### src/design/rv_pkg.sv
package rv_pkg;

    // datapath width
    localparam int xlen = 32;

    // instruction memory geometry
    localparam int imem_words = 256;
    localparam int imem_aw = 8;

    // data memory geometry
    localparam int dmem_words = 256;
    localparam int dmem_aw = 8;

    // branch funct3 codes
    localparam logic [2:0] br_beq = 3'b000;
    localparam logic [2:0] br_bne = 3'b001;
    localparam logic [2:0] br_blt = 3'b100;
    localparam logic [2:0] br_bge = 3'b101;

    // major opcodes handled by the core
    typedef enum logic [6:0] {
        opc_op     = 7'b0110011,
        opc_op_imm = 7'b0010011,
        opc_lui    = 7'b0110111,
        opc_load   = 7'b0000011,
        opc_store  = 7'b0100011,
        opc_branch = 7'b1100011,
        opc_jal    = 7'b1101111
    } opcode_e;

    // alu functions
    // pass_b routes operand b straight through for lui
    typedef enum logic [3:0] {
        alu_add,
        alu_sub,
        alu_and,
        alu_or,
        alu_xor,
        alu_slt,
        alu_sltu,
        alu_sll,
        alu_srl,
        alu_sra,
        alu_pass_b
    } alu_op_e;

    // decode to execute
    typedef struct packed {
        logic            valid;
        logic [xlen-1:0] pc;
        logic [xlen-1:0] op_a;
        logic [xlen-1:0] op_b;
        logic [xlen-1:0] store_data;
        logic [xlen-1:0] imm;
        logic [4:0]      rd;
        alu_op_e         alu_op;
        logic            is_load;
        logic            is_store;
        logic            is_branch;
        logic            is_jal;
        logic            use_imm;
        logic [2:0]      funct3;
    } exe_bundle_t;

    // execute to result
    typedef struct packed {
        logic            valid;
        logic [xlen-1:0] pc;
        logic [4:0]      rd;
        logic [xlen-1:0] value;
        logic            is_load;
    } res_bundle_t;

    // writeback, also the result stage bypass
    typedef struct packed {
        logic            valid;
        logic [4:0]      rd;
        logic [xlen-1:0] value;
    } wb_t;

    // execute stage bypass and load-use flag
    typedef struct packed {
        logic            valid;
        logic            is_load;
        logic [4:0]      rd;
        logic [xlen-1:0] value;
    } fwd_t;

    // taken branch or jal
    typedef struct packed {
        logic            taken;
        logic [xlen-1:0] target;
    } redirect_t;

    // one completed instruction
    typedef struct packed {
        logic            valid;
        logic [xlen-1:0] pc;
        logic [4:0]      rd;
        logic [xlen-1:0] value;
    } retire_t;

endpackage

### src/design/rv_result.sv
`timescale 1ns/1ps

module rv_result import rv_pkg::*; (
    input  logic            CLK,
    input  logic            rst_n,
    input  res_bundle_t     res,
    input  logic [xlen-1:0] dmem_rdata,
    output wb_t             wb,
    output retire_t         retire
);

    logic [xlen-1:0] value;

    // load data arrives from the registered dmem read
    assign value = res.is_load ? dmem_rdata : res.value;

    // x0 writes are dropped
    assign wb.valid = res.valid && res.rd != 5'd0;
    assign wb.rd    = res.rd;
    assign wb.value = value;

    // every valid bundle retires
    assign retire.valid = res.valid;
    assign retire.pc    = res.pc;
    assign retire.rd    = res.rd;
    assign retire.value = value;

endmodule

### config.mk
export PLATFORM = sky130hd
export DESIGN_NAME = rv_result
export DESIGN_NICKNAME = d
export VERILOG_FILES = /design/src/design/rv_pkg.sv /design/src/design/rv_result.sv
export SDC_FILE = /design/constraint.sdc
export NUM_CORES = 1
export LEC_CHECK = 0
export ABC_CLOCK_PERIOD_IN_PS = 1400
export BUFFER_PORTS_ARGS = -buffer_cell sky130_fd_sc_hd__buf_2
export CAP_MARGIN = 0
export CORE_AREA = 2 2 82 84
export DETAILED_ROUTE_END_ITERATION = 10
export DIE_AREA = 0 0 84 86
export GPL_ROUTABILITY_DRIVEN = 0
export PLACE_DENSITY = 0.68
export SLEW_MARGIN = 10
export SYNTH_ARGS = -nofsm -noshare
export SYNTH_HDL_FRONTEND = slang
export SYNTH_SLANG_ARGS = --single-unit
export TNS_END_PERCENT = 20
### constraint.sdc
create_clock -name vclk -period 1.4
set_input_delay 0.21 -clock vclk [all_inputs]
set_output_delay 0.21 -clock vclk [all_outputs]
set_load 0.005 [all_outputs]
==> metrics.cfg <==
[routing]
antenna_left=0
drc=0
firstDrtPassIters=2
wl_um=3100
post_drt_via_cell_ratio=3.56
wl_per_cell_um=11.9
drtIter0Drc=6
vias=925

[pwr]
pwr-share-clk_pct=0
pwr-share-seq_pct=0
power_switching_uw=162
p_leak_uw=0.000726
p_comb_share_pct=100.0
p_int_uw=249
power_uw=411
p_per_area_nw_per_um2=329
p_sw_share_pct=39.5
ir_worst_vdd_v=0.000102

[final_layout]
area_growth_syn_to_layout_pct=29.1
final_core_util_pct=19.9
final_common_cell=buf_2
num-nets-final=290
seq_cells=0
fin_area_sq_um=1250
drive_above_1_share_pct=97.8
num_antenna_cells=0
layout_common_cells=buf_2, mux2_2, mux2_1, buf_12
ff_latch_area_sq_um=0
nClkBuffers=0

[synth]
synth_area_leaders=buf_4, mux2_2, mux2_1, o21a_1, or4_1
synth_fp_nets=218
synthCells=113
ys_warn_count=0
synth_seq_area_share_pct=0
avgSynthCellArea_sq_um=8.55
syn_area_sq_um=966
netlist-cell-type-count=6
synth_top_area_cell=buf_4
synthDominantCellAreaShare_pct=60.6

[global_route]
first_global_vias=821
grt_overflow=0
grt_max_degree=17
groute.usage.overall_pct=7.24
antenna_found_initial=0
grt_pass1_wl_um=4250

[sta]
min_period_ns=1.33
slew_headroom_pct=93.2
setup_viol=0
hold_violations=0
rsz0062_at_grt=no
tightest_slew_ns=0.102
drv_slew=0
post-route-period-util_pct=95.1
fmax_mhz=751
fin_tns_setup_ns=0

[floorplanning]
die_w_um=84
rows=29
die_area_sq_um=7220
ios=213
start_util_pct=15.4
die_h_um=86
core_sq_um=6280

[min_path]
hold_path_depth=0
hold_class=primary input to primary output
holdCritStartpoint=res[46]
worstHoldEndpoint=retire[45]

[setup_path]
cp_top_family=simple AND/OR/NAND/NOR gates
cp_max_fo=3
cp_data_arrival_time_ns=1.12
critPathSlowestCell=or4_1
worst_path_most_repeated_cell=buf_2
crit_chain=buf_2 -> or4_1 -> o21a_1 -> buf_2
worst-path-buf-inv=2
cp_slowest_stage_delay_ns=0.51
cp-start-kind=primary input
worstPathRequired_ns=1.19
crit_type=primary input to primary output
cp-end-kind=primary output

[job]
cap_viol_max_count=0

[cts]
post_cts_buffers=0
hold_buffers=0
cts.repair.resized=0

[placed_design]
place_area_sq_um=1250
dp_hpwl_um=2880
port_buffers=147

[run_status]
outcome=finished clean

## metal layers
| metal | routed length, um | global-route usage, % | vias up | share of wire, % |
|---|---|---|---|---|
| li1 | - | - | 435 | - |
| met1 | 1210 | 8.92 | 388 | 39 |
| met2 | 1500 | 13.4 | 94 | 48 |
| met3 | 343 | 1.15 | 8 | 11 |
| met4 | 42 | 1.32 | 0 | 1.4 |
| met5 | 0 | 0 | - | 0 |
## synth_stat cells
cell type and count:
or4_1 1, buf_4 78, o21a_1 1, mux2_2 30, mux2_1 2, clkbuf_2 1
## final cells by class
class / count / area (sq um)
Timing Repair Buffer: 149 / 776
Tap cell: 77 / 96.3
Fill cell: 714 / 5030
Multi-Input combinational cell: 34 / 375
## worst max-delay path by stage
stage          startpoint     end  cells after the start
5_1_grt           res[33]  wb[37]                      4
6_report          res[33]  wb[37]                      4
2_1_floorplan      res[0]   wb[3]                      4
3_3_place_gp      res[33]  wb[37]                      4
4_1_cts           res[33]  wb[37]                      4
3_5_place_dp      res[33]  wb[37]                      4
## through the flow
| step | cells | hold WS, ns | setup WS (ns) |
|---|---|---|---|
| floorplan | 113 | 0.501 | 0.188 |
| global placement | 260 | 0.420 | 0.0638 |
| detailed placement | 260 | 0.420 | 0.0554 |
| CTS | 260 | 0.420 | 0.0626 |
| global route | 260 | 0.420 | 0.0364 |
| finish | 260 | 0.420 | 0.0693 |
## power groups by stage
stage / Combinational (uW) / Clock [uW] / Sequential, uW
final: 411 / 0 / 0
after global routing: 452 / 0 / 0
after CTS: 423 / 0 / 0
after detailed placement: 420 / 0 / 0
after global placement: 413 / 0 / 0
after floorplan: 339 / 0 / 0
## cells by family after synthesis
logic type | synth area share [%]
simple gates | 0.777
compound gates | 0.777
buf+inv | 61.1
mux | 37.3
Power figures use the tool's default switching activity.
