[config.mk]
export PLATFORM = sky130hd
export DESIGN_NAME = rv_decode
export DESIGN_NICKNAME = d
export VERILOG_FILES = /design/src/design/rv_pkg.sv /design/src/design/rv_decode.sv
export SDC_FILE = /design/constraint.sdc
export NUM_CORES = 2
export LEC_CHECK = 0
export BUFFER_PORTS_ARGS = -buffer_cell sky130_fd_sc_hd__buf_2
export CORE_UTILIZATION = 50
export CTS_CLUSTER_SIZE = 40
export DETAILED_ROUTE_END_ITERATION = 12
export PLACE_DENSITY = 0.78
export SYNTH_ARGS = -nofsm -noshare
export SYNTH_HDL_FRONTEND = slang
export SYNTH_SLANG_ARGS = --single-unit
[constraint.sdc]
create_clock -name CLK -period 7.85 [get_ports CLK]
set_clock_uncertainty 0.05 [all_clocks]
set_input_delay 1.1775 -clock CLK [delete_from_list [all_inputs] [get_ports CLK]]
set_output_delay 1.1775 -clock CLK [all_outputs]
set_load 0.01 [all_outputs]
[src/design/rv_pkg.sv]
package rv_pkg;

    // datapath width
    localparam int xlen = 32;

    // instruction memory geometry
    localparam int imem_words = 256;
    localparam int imem_aw = 8;

    // data memory geometry
    localparam int dmem_words = 256;
    localparam int dmem_aw = 8;

    // branch funct3 codes
    localparam logic [2:0] br_beq = 3'b000;
    localparam logic [2:0] br_bne = 3'b001;
    localparam logic [2:0] br_blt = 3'b100;
    localparam logic [2:0] br_bge = 3'b101;

    // major opcodes handled by the core
    typedef enum logic [6:0] {
        opc_op     = 7'b0110011,
        opc_op_imm = 7'b0010011,
        opc_lui    = 7'b0110111,
        opc_load   = 7'b0000011,
        opc_store  = 7'b0100011,
        opc_branch = 7'b1100011,
        opc_jal    = 7'b1101111
    } opcode_e;

    // alu functions
    // pass_b routes operand b straight through for lui
    typedef enum logic [3:0] {
        alu_add,
        alu_sub,
        alu_and,
        alu_or,
        alu_xor,
        alu_slt,
        alu_sltu,
        alu_sll,
        alu_srl,
        alu_sra,
        alu_pass_b
    } alu_op_e;

    // decode to execute
    typedef struct packed {
        logic            valid;
        logic [xlen-1:0] pc;
        logic [xlen-1:0] op_a;
        logic [xlen-1:0] op_b;
        logic [xlen-1:0] store_data;
        logic [xlen-1:0] imm;
        logic [4:0]      rd;
        alu_op_e         alu_op;
        logic            is_load;
        logic            is_store;
        logic            is_branch;
        logic            is_jal;
        logic            use_imm;
        logic [2:0]      funct3;
    } exe_bundle_t;

    // execute to result
    typedef struct packed {
        logic            valid;
        logic [xlen-1:0] pc;
        logic [4:0]      rd;
        logic [xlen-1:0] value;
        logic            is_load;
    } res_bundle_t;

    // writeback, also the result stage bypass
    typedef struct packed {
        logic            valid;
        logic [4:0]      rd;
        logic [xlen-1:0] value;
    } wb_t;

    // execute stage bypass and load-use flag
    typedef struct packed {
        logic            valid;
        logic            is_load;
        logic [4:0]      rd;
        logic [xlen-1:0] value;
    } fwd_t;

    // taken branch or jal
    typedef struct packed {
        logic            taken;
        logic [xlen-1:0] target;
    } redirect_t;

    // one completed instruction
    typedef struct packed {
        logic            valid;
        logic [xlen-1:0] pc;
        logic [4:0]      rd;
        logic [xlen-1:0] value;
    } retire_t;

endpackage

[src/design/rv_decode.sv]
`timescale 1ns/1ps

module rv_decode import rv_pkg::*; (
    input  logic            CLK,
    input  logic            rst_n,
    input  logic            run,
    input  logic [xlen-1:0] instr,
    output logic [xlen-1:0] pc,
    input  fwd_t            fwd,
    input  redirect_t       redirect,
    input  wb_t             wb,
    output exe_bundle_t     exe
);

    // 32 x xlen register file, x0 never written
    logic [xlen-1:0] regs [32];

    opcode_e         opcode;
    logic [4:0]      rs1;
    logic [4:0]      rs2;
    logic [4:0]      rd_f;
    logic [2:0]      funct3;
    logic [xlen-1:0] imm_i;
    logic [xlen-1:0] imm_s;
    logic [xlen-1:0] imm_b;
    logic [xlen-1:0] imm_u;
    logic [xlen-1:0] imm_j;
    logic [xlen-1:0] rs1_val;
    logic [xlen-1:0] rs2_val;
    logic            uses_rs1;
    logic            uses_rs2;
    logic            stall;
    logic            issue;
    exe_bundle_t     exe_d;

    // execute beats result beats register file
    function automatic logic [xlen-1:0] read_src(
        input logic [4:0]      rs,
        input fwd_t            f,
        input wb_t             w,
        input logic [xlen-1:0] rf
    );
        if (rs == 5'd0)
            return '0;
        else if (f.valid && f.rd == rs)
            return f.value;
        else if (w.valid && w.rd == rs)
            return w.value;
        else
            return rf;
    endfunction

    // funct3 to alu op, alt picks sub or sra
    function automatic alu_op_e alu_sel(input logic [2:0] f3, input logic alt);
        case (f3)
            3'b000:  return alt ? alu_sub : alu_add;
            3'b001:  return alu_sll;
            3'b010:  return alu_slt;
            3'b011:  return alu_sltu;
            3'b100:  return alu_xor;
            3'b101:  return alt ? alu_sra : alu_srl;
            3'b110:  return alu_or;
            default: return alu_and;
        endcase
    endfunction

    // instruction fields
    assign opcode = opcode_e'(instr[6:0]);
    assign rs1    = instr[19:15];
    assign rs2    = instr[24:20];
    assign rd_f   = instr[11:7];
    assign funct3 = instr[14:12];

    // immediate formats
    assign imm_i = {{20{instr[31]}}, instr[31:20]};
    assign imm_s = {{20{instr[31]}}, instr[31:25], instr[11:7]};
    assign imm_b = {{19{instr[31]}}, instr[31], instr[7], instr[30:25], instr[11:8], 1'b0};
    assign imm_u = {instr[31:12], 12'b0};
    assign imm_j = {{11{instr[31]}}, instr[31], instr[19:12], instr[20], instr[30:21], 1'b0};

    assign rs1_val = read_src(rs1, fwd, wb, regs[rs1]);
    assign rs2_val = read_src(rs2, fwd, wb, regs[rs2]);

    // which sources really get read
    assign uses_rs1 = opcode inside {opc_op, opc_op_imm, opc_load, opc_store, opc_branch};
    assign uses_rs2 = opcode inside {opc_op, opc_store, opc_branch};

    // load in execute, data not ready until result
    assign stall = fwd.valid && fwd.is_load && fwd.rd != 5'd0 &&
                   ((uses_rs1 && fwd.rd == rs1) || (uses_rs2 && fwd.rd == rs2));

    // redirect flushes whatever sits in decode
    assign issue = run && !stall && !redirect.taken;

    always_comb begin
        exe_d            = '0;
        exe_d.valid      = issue;
        exe_d.pc         = pc;
        exe_d.op_a       = rs1_val;
        exe_d.op_b       = rs2_val;
        exe_d.store_data = rs2_val;
        exe_d.imm        = imm_i;
        exe_d.alu_op     = alu_add;
        exe_d.funct3     = funct3;
        case (opcode)
            opc_op: begin
                exe_d.alu_op = alu_sel(funct3, instr[30]);
                exe_d.rd     = rd_f;
            end
            opc_op_imm: begin
                // only the shift-right form looks at bit 30
                exe_d.alu_op  = alu_sel(funct3, instr[30] && funct3 == 3'b101);
                exe_d.use_imm = 1'b1;
                exe_d.rd      = rd_f;
            end
            opc_lui: begin
                exe_d.alu_op  = alu_pass_b;
                exe_d.use_imm = 1'b1;
                exe_d.imm     = imm_u;
                exe_d.rd      = rd_f;
            end
            opc_load: begin
                exe_d.is_load = 1'b1;
                exe_d.use_imm = 1'b1;
                exe_d.rd      = rd_f;
            end
            opc_store: begin
                exe_d.is_store = 1'b1;
                exe_d.use_imm  = 1'b1;
                exe_d.imm      = imm_s;
            end
            opc_branch: begin
                exe_d.is_branch = 1'b1;
                exe_d.imm       = imm_b;
            end
            opc_jal: begin
                exe_d.is_jal = 1'b1;
                exe_d.imm    = imm_j;
                exe_d.rd     = rd_f;
            end
            // unknown opcode passes through without a register write
            default: exe_d.rd = 5'd0;
        endcase
    end

    // pc holds on stall and while run is low
    always_ff @(posedge CLK) begin
        if (!rst_n) begin
            pc <= '0;
        end else if (redirect.taken) begin
            pc <= redirect.target;
        end else if (issue) begin
            pc <= pc + xlen'(4);
        end
    end

    // write port from result stage
    always_ff @(posedge CLK) begin
        if (wb.valid)
            regs[wb.rd] <= wb.value;
    end

    // stage register into execute, only valid is cleared
    always_ff @(posedge CLK) begin
        exe <= exe_d;
        if (!rst_n)
            exe.valid <= 1'b0;
    end

endmodule

==> impl_metrics.py <==
metrics = {
    "die": {
        "die_h_microns": 331,
        "start_util_pct": 50.5,
        "rows": 120,
        "die_area_sq_um": 110000,
        "coreArea_sq_um": 107000,
        "chipWidth_microns": 331,
        "ios": 355,
    },
    "cts": {
        "ctsLongestPathBuffers": 3,
        "post_cts_buffers": 0,
        "hold_buffers": 0,
        "cts_resized": 0,
        "htree_levels": 3,
        "cts_tree": "done",
        "cts-root-buf": "clkbuf_16",
        "clk_pin_slew_worst_paths_ns": 0.07,
        "clock-sinks": 1202,
        "cts_buffers": 117,
        "clk-insertion-delay-late_ns": 0.75,
    },
    "min_path": {
        "hp-class": "register to register",
        "worstHoldStart": "pc[0]",
    },
    "finish": {
        "fin_cells": 4737,
        "final_core_util_pct": 56.8,
        "num-nets-final": 3364,
        "nFillCells": 7803,
        "area_delta_synth_final_pct": 12.4,
        "drive_above_1_share_pct": 36.5,
    },
    "sta": {
        "layout_min_cycle_time_ns": 4.23,
        "finalSetupTns_ns": 0,
        "drv_slew": 0,
        "hold_viol": 0,
        "worst_pin_slew_ns": 1.10,
        "relSlewSlack_pct": 26.5,
        "finalSetupViolations": 0,
        "fin_crit_sh_pct": 53.9,
        "max_freq_ghz": 0.236,
        "rsz0062_at_grt": "no",
    },
    "critical_path": {
        "rr_startpoint": "pc[9]",
        "worstPathCellList": "buf_6 > buf_4 > xor2_1 > nor4_1 > and3_1 > nor2_1 > nand2_2 > buf_4 > o221ai_1",
        "cp_max_fo": 36,
        "path_buf_inv": 3,
        "crit_top_cell": "buf_4",
        "start_kind": "input pin",
        "critPathLaunch": "instr[22]",
        "cp-end-kind": "register",
        "slowest_delay_ns": 0.87,
        "required_ns": 8.35,
        "crit_family": "buffers and inverters",
        "slowest_stage": "buf_4",
        "arrival_ns": 4.73,
        "criticalPathCategory": "input pin to register",
    },
    "power": {
        "internal-power_w": 0.0109,
        "power_frac_comb_pct": 8.7,
        "power_switching_w": 0.00335,
        "ir_drop_v": 0.000182,
        "switching_share_pct": 23.5,
        "power.share.sequential_pct": 50.4,
        "power.density_nw_per_um2": 234,
        "clockPowerShare_pct": 40.8,
        "leakage_nw": 20.2,
    },
    "route": {
        "num_vias": 33600,
        "drtAntennaViolNets": 0,
        "drc": 0,
        "wire_per_inst_microns": 34.5,
        "drtIter0Drc": 4836,
        "drt-total-wl_microns": 164000,
        "drt-pass1-iter-count": 6,
        "via_per_inst": 7.10,
    },
    "synth": {
        "synthCells": 2976,
        "yosys_warnings": 0,
        "ys_seq_area_share_pct": 63.3,
        "yosysTopAreaCell": "edfxtp_1",
        "synth_area_per_cell_sq_um": 18.2,
        "synthDistinctLibCells": 66,
        "synth_area_leaders": "edfxtp_1, mux4_2, dfxtp_1",
        "syn_area_sq_um": 54200,
        "synth_top_area_share_pct": 56.7,
        "synth_nets": 3122,
        "synth-main-ff-cell": "edfxtp_1",
        "synth_async_sr_flop_share_pct": 0,
        "synth-edff-count": 1024,
        "synth_seq_cells": 1202,
    },
    "place": {
        "place.gp.congestion": 0.866,
        "port_buffers": 354,
        "dp_hpwl_microns": 89600,
        "dp_cells": 4502,
    },
    "grt": {
        "antenna_found_initial": 15,
        "grt_pass1_wl_microns": 234000,
        "grt_pass1_vias": 33000,
        "grt_max_degree": 117,
        "gr-usage-all-layers_pct": 29.6,
        "overflow": 0,
    },
    "outcome": {
        "status": "completed",
    },
    "flow_run": {
        "cap_viol_max_count": 0,
    },
}
sequential cells by signal (all words and copies together), names as in the netlist:
signal	count
exe	146
pc	32
regs	1024
final timing paths:
kind	endpoint	depth (start not counted)	slack, ns
worst min register to register	exe[145]	0	0.32
worst max-delay path	exe[50]	9	3.62
worst min-delay path	exe[145]	0	0.32
worst max register to register	pc[25]	6	5.55
per-layer routing:
metal  share of wire (%)  GRT usage, %
met1                  34          38.4
met2                  48          46.8
met3                  13          7.38
met4                 5.4          14.3
met5               0.017             0
cell usage in the layout (no fill, tap or decap), drive strengths merged, types with 7 or more instances in the layout:
master	instances
a2111oi	24
a21o	20
a21oi	64
a221oi	8
a22oi	61
a31oi	15
and3	7
buf	424
bufinv	15
clkbuf	146
clkinv	53
dfxtp	178
diode	13
edfxtp	1024
inv	41
mux2	7
mux2i	118
mux4	516
nand2	92
nand3	25
nand3b	8
nand4	11
nor2	53
nor2b	24
o2111ai	24
o211ai	11
o21ai	109
o221ai	78
o22ai	49
o31ai	9
or3	14
xnor2	18
xor2	13
area by class of cell:
cell class	count	area, sq um	share of cell area, %
sequential	1202	34300	56.3
timing repair buffer	424	2410	3.95
inverter	39	146	0.240
clock buffer	146	3120	5.12
multi-input combinational	1434	18300	30.1
antenna	13	32.5	0.0534
clock inverter	76	846	1.39
tap	1403	1760	2.88
through the flow:
stage	hold WS (ns)	setup slack, ns	power (W)	cell area, sq um
2_1_floorplan	0.301	4.02	0.00808	54200
3_3_place_gp	0.306	3.08	0.00853	56900
3_5_place_dp	0.310	2.98	0.00855	56900
4_1_cts	0.324	3.70	0.0143	60900
5_1_grt	0.332	3.49	0.0146	60900
6_report	0.323	3.62	0.0143	60900
kinds of logic after synthesis:
group	Yosys count	share of synthesized area (%)
multiplexers	641	23.8
adder cells (fa/ha/maj)	1	0.0231
flip-flops	1202	63.3
AND/OR/NAND/NOR	272	2.49
AO/OA/AOI/OAI	489	6.46
XOR/XNOR	31	0.501
buffers and inverters	340	3.51
cell usage after synthesis, types with 9 or more instances:
| cell type | count |
|---|---|
| or3_1 | 11 |
| xnor2_1 | 18 |
| a31oi_1 | 15 |
| nor2_1 | 53 |
| mux4_2 | 516 |
| nand3_1 | 24 |
| o211ai_1 | 11 |
| nand2_1 | 92 |
| mux2i_1 | 118 |
| inv_1 | 38 |
| buf_1 | 11 |
| edfxtp_1 | 1024 |
| o21ai_0 | 108 |
| clkbuf_1 | 108 |
| nor2b_1 | 24 |
| buf_2 | 64 |
| xor2_1 | 13 |
| nand4_1 | 11 |
| buf_4 | 102 |
| o221ai_1 | 55 |
| buf_6 | 9 |
| a21oi_1 | 64 |
| o221ai_2 | 23 |
| dfxtp_1 | 178 |
| a2111oi_0 | 23 |
| o22ai_1 | 49 |
| o2111ai_1 | 24 |
| a22oi_1 | 61 |
| a21o_1 | 20 |
| o31ai_1 | 9 |
power groups by stage:
stage | sequential [W] | combinational [W] | clock [W]
2_1_floorplan | 0.00730 | 0.000777 | 0
3_3_place_gp | 0.00732 | 0.00121 | 0
3_5_place_dp | 0.00732 | 0.00123 | 0
4_1_cts | 0.00719 | 0.00124 | 0.00585
5_1_grt | 0.00720 | 0.00131 | 0.00608
6_report | 0.00719 | 0.00125 | 0.00582
(Power assumes the default switching activity.)
