<file path="config.mk">
export PLATFORM = sky130hd
export DESIGN_NAME = rv_execute
export DESIGN_NICKNAME = d
export VERILOG_FILES = /design/src/design/rv_pkg.sv /design/src/design/rv_execute.sv
export SDC_FILE = /design/constraint.sdc
export NUM_CORES = 1
export LEC_CHECK = 0
export BUFFER_PORTS_ARGS = -buffer_cell sky130_fd_sc_hd__buf_2
export CORE_ASPECT_RATIO = 1.5
export CORE_MARGIN = 4
export CORE_UTILIZATION = 55
export DETAILED_ROUTE_END_ITERATION = 8
export PLACE_DENSITY_LB_ADDON = 0.1
export SKIP_LAST_GASP = 1
export SLEW_MARGIN = 20
export SYNTH_ARGS = -nofsm -noshare
export SYNTH_HDL_FRONTEND = slang
export SYNTH_SLANG_ARGS = --single-unit
</file>
<file path="constraint.sdc">
create_clock -name CLK -period 7.27 [get_ports CLK]
set_input_delay 0.727 -clock CLK [delete_from_list [all_inputs] [get_ports CLK]]
set_output_delay 0.727 -clock CLK [all_outputs]
set_load 0.03 [all_outputs]
</file>
<file path="src/design/rv_pkg.sv">
package rv_pkg;

    // datapath width
    localparam int xlen = 32;

    // instruction memory geometry
    localparam int imem_words = 256;
    localparam int imem_aw = 8;

    // data memory geometry
    localparam int dmem_words = 256;
    localparam int dmem_aw = 8;

    // branch funct3 codes
    localparam logic [2:0] br_beq = 3'b000;
    localparam logic [2:0] br_bne = 3'b001;
    localparam logic [2:0] br_blt = 3'b100;
    localparam logic [2:0] br_bge = 3'b101;

    // major opcodes handled by the core
    typedef enum logic [6:0] {
        opc_op     = 7'b0110011,
        opc_op_imm = 7'b0010011,
        opc_lui    = 7'b0110111,
        opc_load   = 7'b0000011,
        opc_store  = 7'b0100011,
        opc_branch = 7'b1100011,
        opc_jal    = 7'b1101111
    } opcode_e;

    // alu functions
    // pass_b routes operand b straight through for lui
    typedef enum logic [3:0] {
        alu_add,
        alu_sub,
        alu_and,
        alu_or,
        alu_xor,
        alu_slt,
        alu_sltu,
        alu_sll,
        alu_srl,
        alu_sra,
        alu_pass_b
    } alu_op_e;

    // decode to execute
    typedef struct packed {
        logic            valid;
        logic [xlen-1:0] pc;
        logic [xlen-1:0] op_a;
        logic [xlen-1:0] op_b;
        logic [xlen-1:0] store_data;
        logic [xlen-1:0] imm;
        logic [4:0]      rd;
        alu_op_e         alu_op;
        logic            is_load;
        logic            is_store;
        logic            is_branch;
        logic            is_jal;
        logic            use_imm;
        logic [2:0]      funct3;
    } exe_bundle_t;

    // execute to result
    typedef struct packed {
        logic            valid;
        logic [xlen-1:0] pc;
        logic [4:0]      rd;
        logic [xlen-1:0] value;
        logic            is_load;
    } res_bundle_t;

    // writeback, also the result stage bypass
    typedef struct packed {
        logic            valid;
        logic [4:0]      rd;
        logic [xlen-1:0] value;
    } wb_t;

    // execute stage bypass and load-use flag
    typedef struct packed {
        logic            valid;
        logic            is_load;
        logic [4:0]      rd;
        logic [xlen-1:0] value;
    } fwd_t;

    // taken branch or jal
    typedef struct packed {
        logic            taken;
        logic [xlen-1:0] target;
    } redirect_t;

    // one completed instruction
    typedef struct packed {
        logic            valid;
        logic [xlen-1:0] pc;
        logic [4:0]      rd;
        logic [xlen-1:0] value;
    } retire_t;

endpackage

</file>
<file path="src/design/rv_execute.sv">
`timescale 1ns/1ps

module rv_execute import rv_pkg::*; (
    input  logic               CLK,
    input  logic               rst_n,
    input  exe_bundle_t        exe,
    output res_bundle_t        res,
    output fwd_t               fwd,
    output redirect_t          redirect,
    output logic [dmem_aw-1:0] dmem_addr,
    output logic               dmem_we,
    output logic [xlen-1:0]    dmem_wdata
);

    logic [xlen-1:0] opb;
    logic [xlen-1:0] alu_y;
    logic [xlen-1:0] value;
    logic [4:0]      shamt;
    logic            br_cond;
    res_bundle_t     res_d;

    // immediate or rs2
    assign opb   = exe.use_imm ? exe.imm : exe.op_b;
    assign shamt = opb[4:0];

    always_comb begin
        case (exe.alu_op)
            alu_add:    alu_y = exe.op_a + opb;
            alu_sub:    alu_y = exe.op_a - opb;
            alu_and:    alu_y = exe.op_a & opb;
            alu_or:     alu_y = exe.op_a | opb;
            alu_xor:    alu_y = exe.op_a ^ opb;
            alu_slt:    alu_y = xlen'($signed(exe.op_a) < $signed(opb));
            alu_sltu:   alu_y = xlen'(exe.op_a < opb);
            alu_sll:    alu_y = exe.op_a << shamt;
            alu_srl:    alu_y = exe.op_a >> shamt;
            alu_sra:    alu_y = $signed(exe.op_a) >>> shamt;
            alu_pass_b: alu_y = opb;
            default:    alu_y = exe.op_a + opb;
        endcase
    end

    // compare always uses rs2, never the immediate
    always_comb begin
        case (exe.funct3)
            br_beq:  br_cond = exe.op_a == exe.op_b;
            br_bne:  br_cond = exe.op_a != exe.op_b;
            br_blt:  br_cond = $signed(exe.op_a) < $signed(exe.op_b);
            br_bge:  br_cond = $signed(exe.op_a) >= $signed(exe.op_b);
            default: br_cond = 1'b0;
        endcase
    end

    // jal links pc+4
    assign value = exe.is_jal ? exe.pc + xlen'(4) : alu_y;

    assign redirect.taken  = exe.valid && (exe.is_jal || (exe.is_branch && br_cond));
    assign redirect.target = exe.pc + exe.imm;

    // bypass to decode, load value here is only the address
    assign fwd.valid   = exe.valid;
    assign fwd.is_load = exe.is_load;
    assign fwd.rd      = exe.rd;
    assign fwd.value   = value;

    // word index from the adder
    assign dmem_addr  = alu_y[dmem_aw+1:2];
    assign dmem_we    = exe.valid && exe.is_store;
    assign dmem_wdata = exe.store_data;

    always_comb begin
        res_d.valid   = exe.valid;
        res_d.pc      = exe.pc;
        res_d.rd      = exe.rd;
        res_d.value   = value;
        res_d.is_load = exe.is_load;
    end

    // stage register into result
    always_ff @(posedge CLK) begin
        res <= res_d;
        if (!rst_n)
            res.valid <= 1'b0;
    end

endmodule

</file>
==> flow_summary.ini, run 1 <==
[setup_path]
critPathTopFamily = compound AO/OA/AOI/OAI gates
slowest_stage = o311ai_0
endpoint_kind = primary output
worst_setup_path_start_kind = input port
path_class = input port to primary output
crit_fanout = 45
cp.arrival_ns = 5.55
crit_chain = buf_2, buf_4, mux2i_1, ha_1, a211oi_1, nand2_1, o311ai_0, o41ai_1, or3_1, a311oi_1, o21ai_0, xnor2_1, a221oi_1, buf_2
crit_required_ns = 6.54
crit_start = exe[3]
worst-path-buf-inv = 3
crit_top_cell = buf_2
slowest_delay_ns = 0.67

[drt]
drt_wl_total_um = 65200
vias = 16811
drt-pass1-iter-count = 6
ant_nets = 0
wl_per_cell_um = 26.3
viasPerCell = 6.78
remaining_drc_errors = 0
drtIter0Drc = 1523

[place]
dp_hpwl_um = 51800
port_buffers = 299
dp_slack_ns = 1.18
gp_congestion = 1.06

[clocking]
root_buffer = clkbuf_16
cts_resized = 0
cts_buffer_depth = 2
cts_hold_buffers = 0
cts_buffers = 9
numClockSinks = 71
cts-htree-levels = 3
cts_setup_buffers = 0
cts_tree = built
path_clk_slew_ns = 0.06

[timing]
period_minus_slack_ns = 6.28
layout_setup_ws_ns = 0.992
finalCritPeriodShare_pct = 86.4
fin_tns_setup_ns = 0
setup_violations = 0
grt_setup_unrepaired = no
fmax_mhz = 159
slew_headroom_pct = 11.5
hold_viol = 0
finalMaxSlewViolations = 0
worst_slew_pin_slew_ns = 1.31

[synthesis]
netlist.area_leader.share_pct = 15.7
yosysMostFrequentCell = ha_1
synth_common_cells = ha_1 (182), nand2_1 (161), nor2_1 (158)
avgSynthCellArea_um2 = 7.45
synth_flop_cell = dfxtp_1
ys_types = 78
yosysTopAreaCell = ha_1
syn_area_um2 = 14500
synth_area_leaders = ha_1 (16%), dfxtp_1 (9.8%), mux2i_1 (7.5%), mux4_2 (5.7%), a21oi_1 (4.9%)
yosys_register_bits = 71
yosysSeqAreaShare_pct = 9.80
ys_async_sr_fraction_pct = 0
synthesis.nets = 2311
synthCells = 1946
yosysWarnings = 0
synth_edf_count = 0

[floorplan]
coreArea_um2 = 25900
die_h_um = 207
io_pins = 364
start_util_pct = 56.1
dieArea_um2 = 29100
fp-row-count = 72
die_w_um = 141

[grt]
top_usage_layer = met2
grt_pass1_wl_um = 96800
grt_usage_pct = 43.1
use_met3_pct = 9.17
grt_pass1_vias = 16659
use_met2_pct = 70.9
antenna_found_initial = 3
grt_overflow = 0
grt_use_met1_pct = 48.6
grt_start_max_net_pins = 65

[final_layout]
regMostFlops = res
syn_to_final_growth_pct = 12.1
drive_gt1_share_pct = 19.5
top_regs = res (71)
fin_nets = 2508
largest_register_ffs = 71

[pwr]
pwr-share-clk_pct = 18.2
p_sw_share_pct = 50.8
power_density_nw_per_um2 = 156
switchingPower_mw = 1.29
internal_power_mw = 1.25
power_leakage_nw = 7.61
peakVddDrop_mv = 0.181
p_comb_share_pct = 64.7
pwr-share-seq_pct = 17.2

[run]
drv_cap = 0

[status]
status = finished, final reports clean

[hold_path]
hold_path.class = input port to flop
hold_start = exe[16]
[cell usage in the layout, fill, tap and decap left out, types with 21 or more instances in the layout]
| master | n |
|---|---|
| buf_2 | 299 |
| ha_1 | 182 |
| nand2_1 | 161 |
| nor2_1 | 158 |
| inv_1 | 145 |
| a21oi_1 | 142 |
| o21ai_0 | 131 |
| mux2i_1 | 107 |
| dfxtp_1 | 71 |
| xnor2_1 | 57 |
| nand3_1 | 53 |
| a21o_1 | 41 |
| mux4_2 | 37 |
| nor3_1 | 34 |
| a221oi_1 | 28 |
| xor2_1 | 27 |
| buf_4 | 27 |
| o31ai_1 | 25 |
| nand4_1 | 22 |
| a211oi_1 | 21 |
| o211ai_1 | 21 |
| a22oi_1 | 21 |
[worst paths after layout]
kind,end,slack (ns),cells past startpoint
min,res[37],0.46,1
max,fwd[19],0.99,14
[final cells by class]
class | instances | area (um2)
diodes | 1 | 2.50
clock buffers | 12 | 256
clock inverters | 3 | 42.5
fillers | 2440 | 9600
inverters | 148 | 558
multi-input cells | 1587 | 11900
flip-flops and latches | 71 | 1420
well taps | 333 | 417
repair buffers | 326 | 1700
[through the flow]
step | power (mW) | hold WS (ns) | utilization (%) | std cells | instance area (um2)
5_1_grt | 2.66 | 0.464 | 62.9 | 2481 | 16300
6_report | 2.54 | 0.463 | 62.9 | 2481 | 16300
3_5_place_dp | 2.04 | 0.843 | 61.7 | 2465 | 15900
3_3_place_gp | 2.02 | 0.839 | 61.7 | 2465 | 15900
2_1_floorplan | 1.57 | 0.755 | - | 1946 | 14500
4_1_cts | 2.50 | 0.455 | 62.8 | 2480 | 16200
[power groups by stage]
| stage | Sequential (mW) | Combinational, mW | Clock (mW) |
|---|---|---|---|
| after floorplan | 0.526 | 1.04 | 0 |
| after global placement | 0.444 | 1.58 | 0 |
| after detailed placement | 0.445 | 1.59 | 0 |
| after CTS | 0.437 | 1.60 | 0.466 |
| after global routing | 0.440 | 1.74 | 0.480 |
| final | 0.437 | 1.64 | 0.461 |
[routing by layer]
metal / share of wire, % / routed length (um)
met1: 35 / 23200
met2: 46 / 30200
met3: 9.2 / 6030
met4: 8.9 / 5800
met5: 0.048 / 31
[cells by family (layout without fill, tap and decap cells)]
logic type	count (synthesis)	after routing	share of synthesized area, %
AO/OA/AOI/OAI	613	613	28.0
XOR/XNOR	84	84	5.07
adder cells (fa/ha/maj)	185	185	16.1
buffers and inverters	288	489	8.92
flip-flops	71	71	9.80
multiplexers	159	159	14.5
other	0	1	0
AND/OR/NAND/NOR	546	546	17.5
Note: power is estimated with default switching activity, not from simulation.
==> run 2, diff against run 1 <==
--- a/config.mk
+++ b/config.mk
@@ -10,7 +10,7 @@
 export CORE_MARGIN = 4
 export CORE_UTILIZATION = 55
 export DETAILED_ROUTE_END_ITERATION = 8
-export PLACE_DENSITY_LB_ADDON = 0.1
+export PLACE_DENSITY = 0.82
 export SKIP_LAST_GASP = 1
 export SLEW_MARGIN = 20
 export SYNTH_ARGS = -nofsm -noshare
==> run 2 against run 1 <==
Clock power grew 6.7%. Sequential power about the same. Sequential cell count unchanged. Critical endpoint is now fwd[25]. Highest routed layer unchanged.
==> flow_summary.ini, run 2 (synthesized netlist as in run 1, its figures left out) <==
[status]
status = finished, final reports clean

[clocking]
root_buffer = clkbuf_16
cts_buffers = 9
cts-htree-levels = 3
cts_resized = 0
path_clk_slew_ns = 0.06
cts_buffer_depth = 2
cts_tree = built
numClockSinks = 71
cts_hold_buffers = 0
cts_setup_buffers = 0

[setup_path]
worst_setup_path_start_kind = input port
path_class = input port to primary output
endpoint_kind = primary output
cp.arrival_ns = 5.43
crit_required_ns = 6.54
crit_fanout = 27

[place]
port_buffers = 299
dp_hpwl_um = 54600
gp_congestion = 1.08
dp_slack_ns = 1.35

[final_layout]
fin_nets = 2506
final_common_cell = buf_2
regMostFlops = res
drive_gt1_share_pct = 19.6
largest_register_ffs = 71
layout_common_cells = buf_2 (299), ha_1 (182), nand2_1 (161)
top_regs = res (71)
syn_to_final_growth_pct = 12.2

[timing]
period_minus_slack_ns = 6.15
finalMaxSlewViolations = 0
worst_slew_pin_slew_ns = 1.19
grt_setup_unrepaired = no
setup_violations = 0
fin_tns_setup_ns = 0
layout_setup_ws_ns = 1.12
slew_headroom_pct = 20.3
finalCritPeriodShare_pct = 84.6
fmax_mhz = 163
hold_viol = 0

[grt]
grt_usage_pct = 45.8
grt_pass1_wl_um = 102000
grt_overflow = 0
antenna_found_initial = 4
grt_pass1_vias = 16834
grt_start_max_net_pins = 64

[drt]
vias = 17337
drtIter0Drc = 1977
viasPerCell = 6.99
drt_wl_total_um = 69500
drt-pass1-iter-count = 8
remaining_drc_errors = 0
wl_per_cell_um = 28.0
ant_nets = 0

[floorplan]
start_util_pct = 56.1
die_h_um = 207
coreArea_um2 = 25900
dieArea_um2 = 29100
die_w_um = 141
io_pins = 364
fp-row-count = 72

[hold_path]
whs_endpoint = res[34]
hold_path.class = input port to flop
min_path_cells = 1
hold_start = exe[13]

[pwr]
power_leakage_nw = 7.60
peakVddDrop_mv = 0.166
power_density_nw_per_um2 = 160

[run]
drv_cap = 0
run 2: cell types whose count changed in the layout (fill, tap and decap cells not counted), sizes merged:
cell	before	now
clkinv	1	3
clkbuf	12	9
buf	326	324
clkinvlp	1	2
diode	1	3
bufinv	1	2
run 2: layout make-up:
type | count | area [um2]
antenna | 3 | 7.51
clock buffer | 9 | 225
clock inverter | 7 | 97.6
fill | 2386 | 9580
inverter | 148 | 558
multi-input combinational | 1587 | 11900
sequential | 71 | 1420
tap | 333 | 417
timing repair buffer | 324 | 1680
run 2: stage by stage:
stage	hold slack [ns]	std cells	area [um2]	power [mW]	utilization, %
2_1_floorplan	0.755	1946	14500	1.57	-
3_3_place_gp	0.841	2463	15900	2.04	61.6
3_5_place_dp	0.841	2463	15900	2.06	61.6
4_1_cts	0.465	2479	16300	2.55	62.9
5_1_grt	0.470	2482	16300	2.72	62.9
6_report	0.476	2482	16300	2.60	62.9
run 2: worst max-delay path by stage:
stage / from / endpoint / slack (ns) / cells past startpoint
6_report: exe[3] / fwd[25] / 1.12 / 13
5_1_grt: exe[3] / fwd[19] / 0.92 / 13
4_1_cts: exe[3] / fwd[25] / 1.34 / 13
3_5_place_dp: exe[3] / fwd[25] / 1.35 / 13
3_3_place_gp: exe[3] / fwd[25] / 1.35 / 13
2_1_floorplan: exe[3] / fwd[19] / 1.31 / 18
run 2: critical path, stage by stage:
cell       delay (ns)
buf_2            0.62
mux2i_4          0.42
ha_1             0.39
nor3_1           0.28
a211o_1          0.26
a21oi_1          0.16
a2111oi_0        0.80
a22oi_1          0.33
a31oi_1          0.31
xnor2_1          0.13
a221oi_1         0.58
a22oi_1          0.18
buf_2            0.22
run 2: routing by layer:
layer / GRT usage [%] / vias to the layer above / share of wire [%]
li1: - / 7548 / -
met1: 51.4 / 8106 / 34
met2: 75.7 / 1306 / 47
met3: 8.53 / 375 / 9.7
met4: 37.3 / 2 / 9.7
met5: 0 / - / 0.019
run 2: power by group:
| group | leakage [nW] | switching [mW] | total, mW | internal, mW |
|---|---|---|---|---|
| logic | 6.85 | 1.13 | 1.67 | 0.542 |
| registers | 0.599 | 0.0107 | 0.439 | 0.428 |
| clock network | 0.152 | 0.191 | 0.492 | 0.301 |
==> run 3, diff against run 2 <==
--- a/config.mk
+++ b/config.mk
@@ -8,9 +8,9 @@
 export BUFFER_PORTS_ARGS = -buffer_cell sky130_fd_sc_hd__buf_2
 export CORE_ASPECT_RATIO = 1.5
 export CORE_MARGIN = 4
-export CORE_UTILIZATION = 55
+export CORE_UTILIZATION = 51
 export DETAILED_ROUTE_END_ITERATION = 8
-export PLACE_DENSITY = 0.82
+export PLACE_DENSITY = 0.8
 export SKIP_LAST_GASP = 1
 export SLEW_MARGIN = 20
 export SYNTH_ARGS = -nofsm -noshare
==> constraint.sdc (replaced) <==
create_clock -name CLK -period 5.5 [get_ports CLK]
set_input_delay 0.55 -clock CLK [delete_from_list [all_inputs] [get_ports CLK]]
set_output_delay 0.55 -clock CLK [all_outputs]
set_load 0.03 [all_outputs]
==> run 3 against run 2 <==
Utilization is 3.9 points lower. Clock power is 25% higher. Wire length is 2.7% higher. Die area is 7.5% higher. Critical path type unchanged. Sequential cell count stayed put. Sequential power is 32% higher. Critical path depth stayed put. Highest routed layer is now met4.
==> flow_summary.ini, run 3 (synthesized netlist as in run 1, its figures left out) <==
[clocking]
cts-htree-levels = 3
path_clk_slew_ns = 0.06
root_buffer = clkbuf_16
cts_tree = built
numClockSinks = 71
cts_buffers = 9
cts_buffer_depth = 2
cts_hold_buffers = 0

[setup_path]
crit_required_ns = 4.95
path_class = input port to primary output
cp.arrival_ns = 4.77
worst_setup_path_start_kind = input port
endpoint_kind = primary output
crit_fanout = 43

[grt]
grt_overflow = 0
grt_usage_pct = 43.6
grt_pass1_vias = 16791
antenna_found_initial = 1
grt_pass1_wl_um = 105000
grt_start_max_net_pins = 61

[final_layout]
syn_to_final_growth_pct = 14.2
layout_common_cells = buf_2 (299), ha_1 (182), nand2_1 (161)
postLayoutCoreUtil_pct = 59.0
top_regs = res (71)
fin_area_um2 = 16600
fin_nets = 2543
largest_register_ffs = 71
final_cells = 2528
drive_gt1_share_pct = 20.7
regMostFlops = res
diodes = 0
final_common_cell = buf_2

[pwr]
power_leakage_nw = 7.78
power_density_nw_per_um2 = 207
peakVddDrop_mv = 0.196

[hold_path]
min_path_cells = 1
whs_endpoint = res[34]
hold_path.class = input port to flop
hold_start = exe[13]

[floorplan]
die_h_um = 215
coreArea_um2 = 28100
io_pins = 364
fp-row-count = 75
dieArea_um2 = 31300
start_util_pct = 51.7
die_w_um = 146

[drt]
vias = 17208
drt_wl_total_um = 71300
drt-pass1-iter-count = 6
remaining_drc_errors = 0
wl_per_cell_um = 28.2
drtIter0Drc = 1999
ant_nets = 0
viasPerCell = 6.81

[timing]
hold_slack_ns = 0.304
setup_violations = 0
period_minus_slack_ns = 5.32
fmax_mhz = 188
finalCritPeriodShare_pct = 96.8
slew_headroom_pct = 25.0
fin_tns_setup_ns = 0
finalMaxSlewViolations = 0
hold_viol = 0
grt_setup_unrepaired = no
worst_slew_pin_slew_ns = 1.11

[place]
gp_congestion = 1.05
placed_area_um2 = 16300
port_buffers = 299
dp_hpwl_um = 57200
dp.cells = 2513

[status]
status = finished, final reports clean

[run]
drv_cap = 0
==> run 3: changes by cell type in the layout (fill, tap and decap cells not counted), moves of 2 or more <==
cell,before,now
diode_2,3,0
buf_12,0,3
clkbuf_8,0,2
clkinv_4,2,0
buf_4,25,59
==> run 3: how the worst max path moves through the flow <==
stage	from	end	slack (ns)
2_1_floorplan	exe[3]	fwd[17]	0.05
3_3_place_gp	exe[3]	fwd[19]	0.29
3_5_place_dp	exe[3]	fwd[24]	0.30
4_1_cts	exe[3]	fwd[19]	0.26
5_1_grt	exe[3]	fwd[19]	0.003
6_report	exe[3]	fwd[2]	0.18
==> run 3: routing by layer <==
metal	global-route usage, %	part of all wire (%)	up-vias
met2	73.5	47	1164
met5	0	0	-
met3	7.61	9.1	338
met1	48.8	34	8090
met4	32.7	9.4	0
li1	-	-	7616
==> run 3: per-stage QoR <==
stage / setup WS (ns) / power, mW
6_report: 0.178 / 3.43
5_1_grt: 0.00266 / 3.59
4_1_cts: 0.259 / 3.37
3_5_place_dp: 0.304 / 2.76
3_3_place_gp: 0.292 / 2.74
2_1_floorplan: 0.0522 / 2.08
==> run 3: where the power goes <==
| group | internal, mW | leakage [nW] | switching [mW] |
|---|---|---|---|
| logic | 0.741 | 7.04 | 1.50 |
| registers | 0.566 | 0.599 | 0.0120 |
| clock network | 0.373 | 0.145 | 0.240 |
==> run 3: layout make-up <==
cell class / instances / area (um2)
clock buffers: 12 / 256
clock inverters: 3 / 42.5
fillers: 2730 / 11500
inverters: 148 / 558
multi-input cells: 1587 / 11800
flip-flops and latches: 71 / 1420
well taps: 346 / 433
repair buffers: 361 / 2000
==> run 3: timing repair <==
| item | CTS | global route |
|---|---|---|
| gates resized for setup | 0 | 1 |
| buffers inserted | 0 | 0 |
| setup endpoints to repair | 0 | 2 |
| hold endpoints to repair | 0 | 0 |
==> run 3: worst max-delay path, cell delays in order <==
cell       delay, ns
buf_2           0.14
mux2i_4         0.21
inv_4           0.09
buf_4           0.60
mux2i_4         0.47
mux2i_1         0.19
a21oi_1         0.42
o22ai_1         0.17
o21ai_1         0.68
a22oi_1         0.26
a2111oi_2       0.48
o221ai_1        0.23
buf_2           0.22
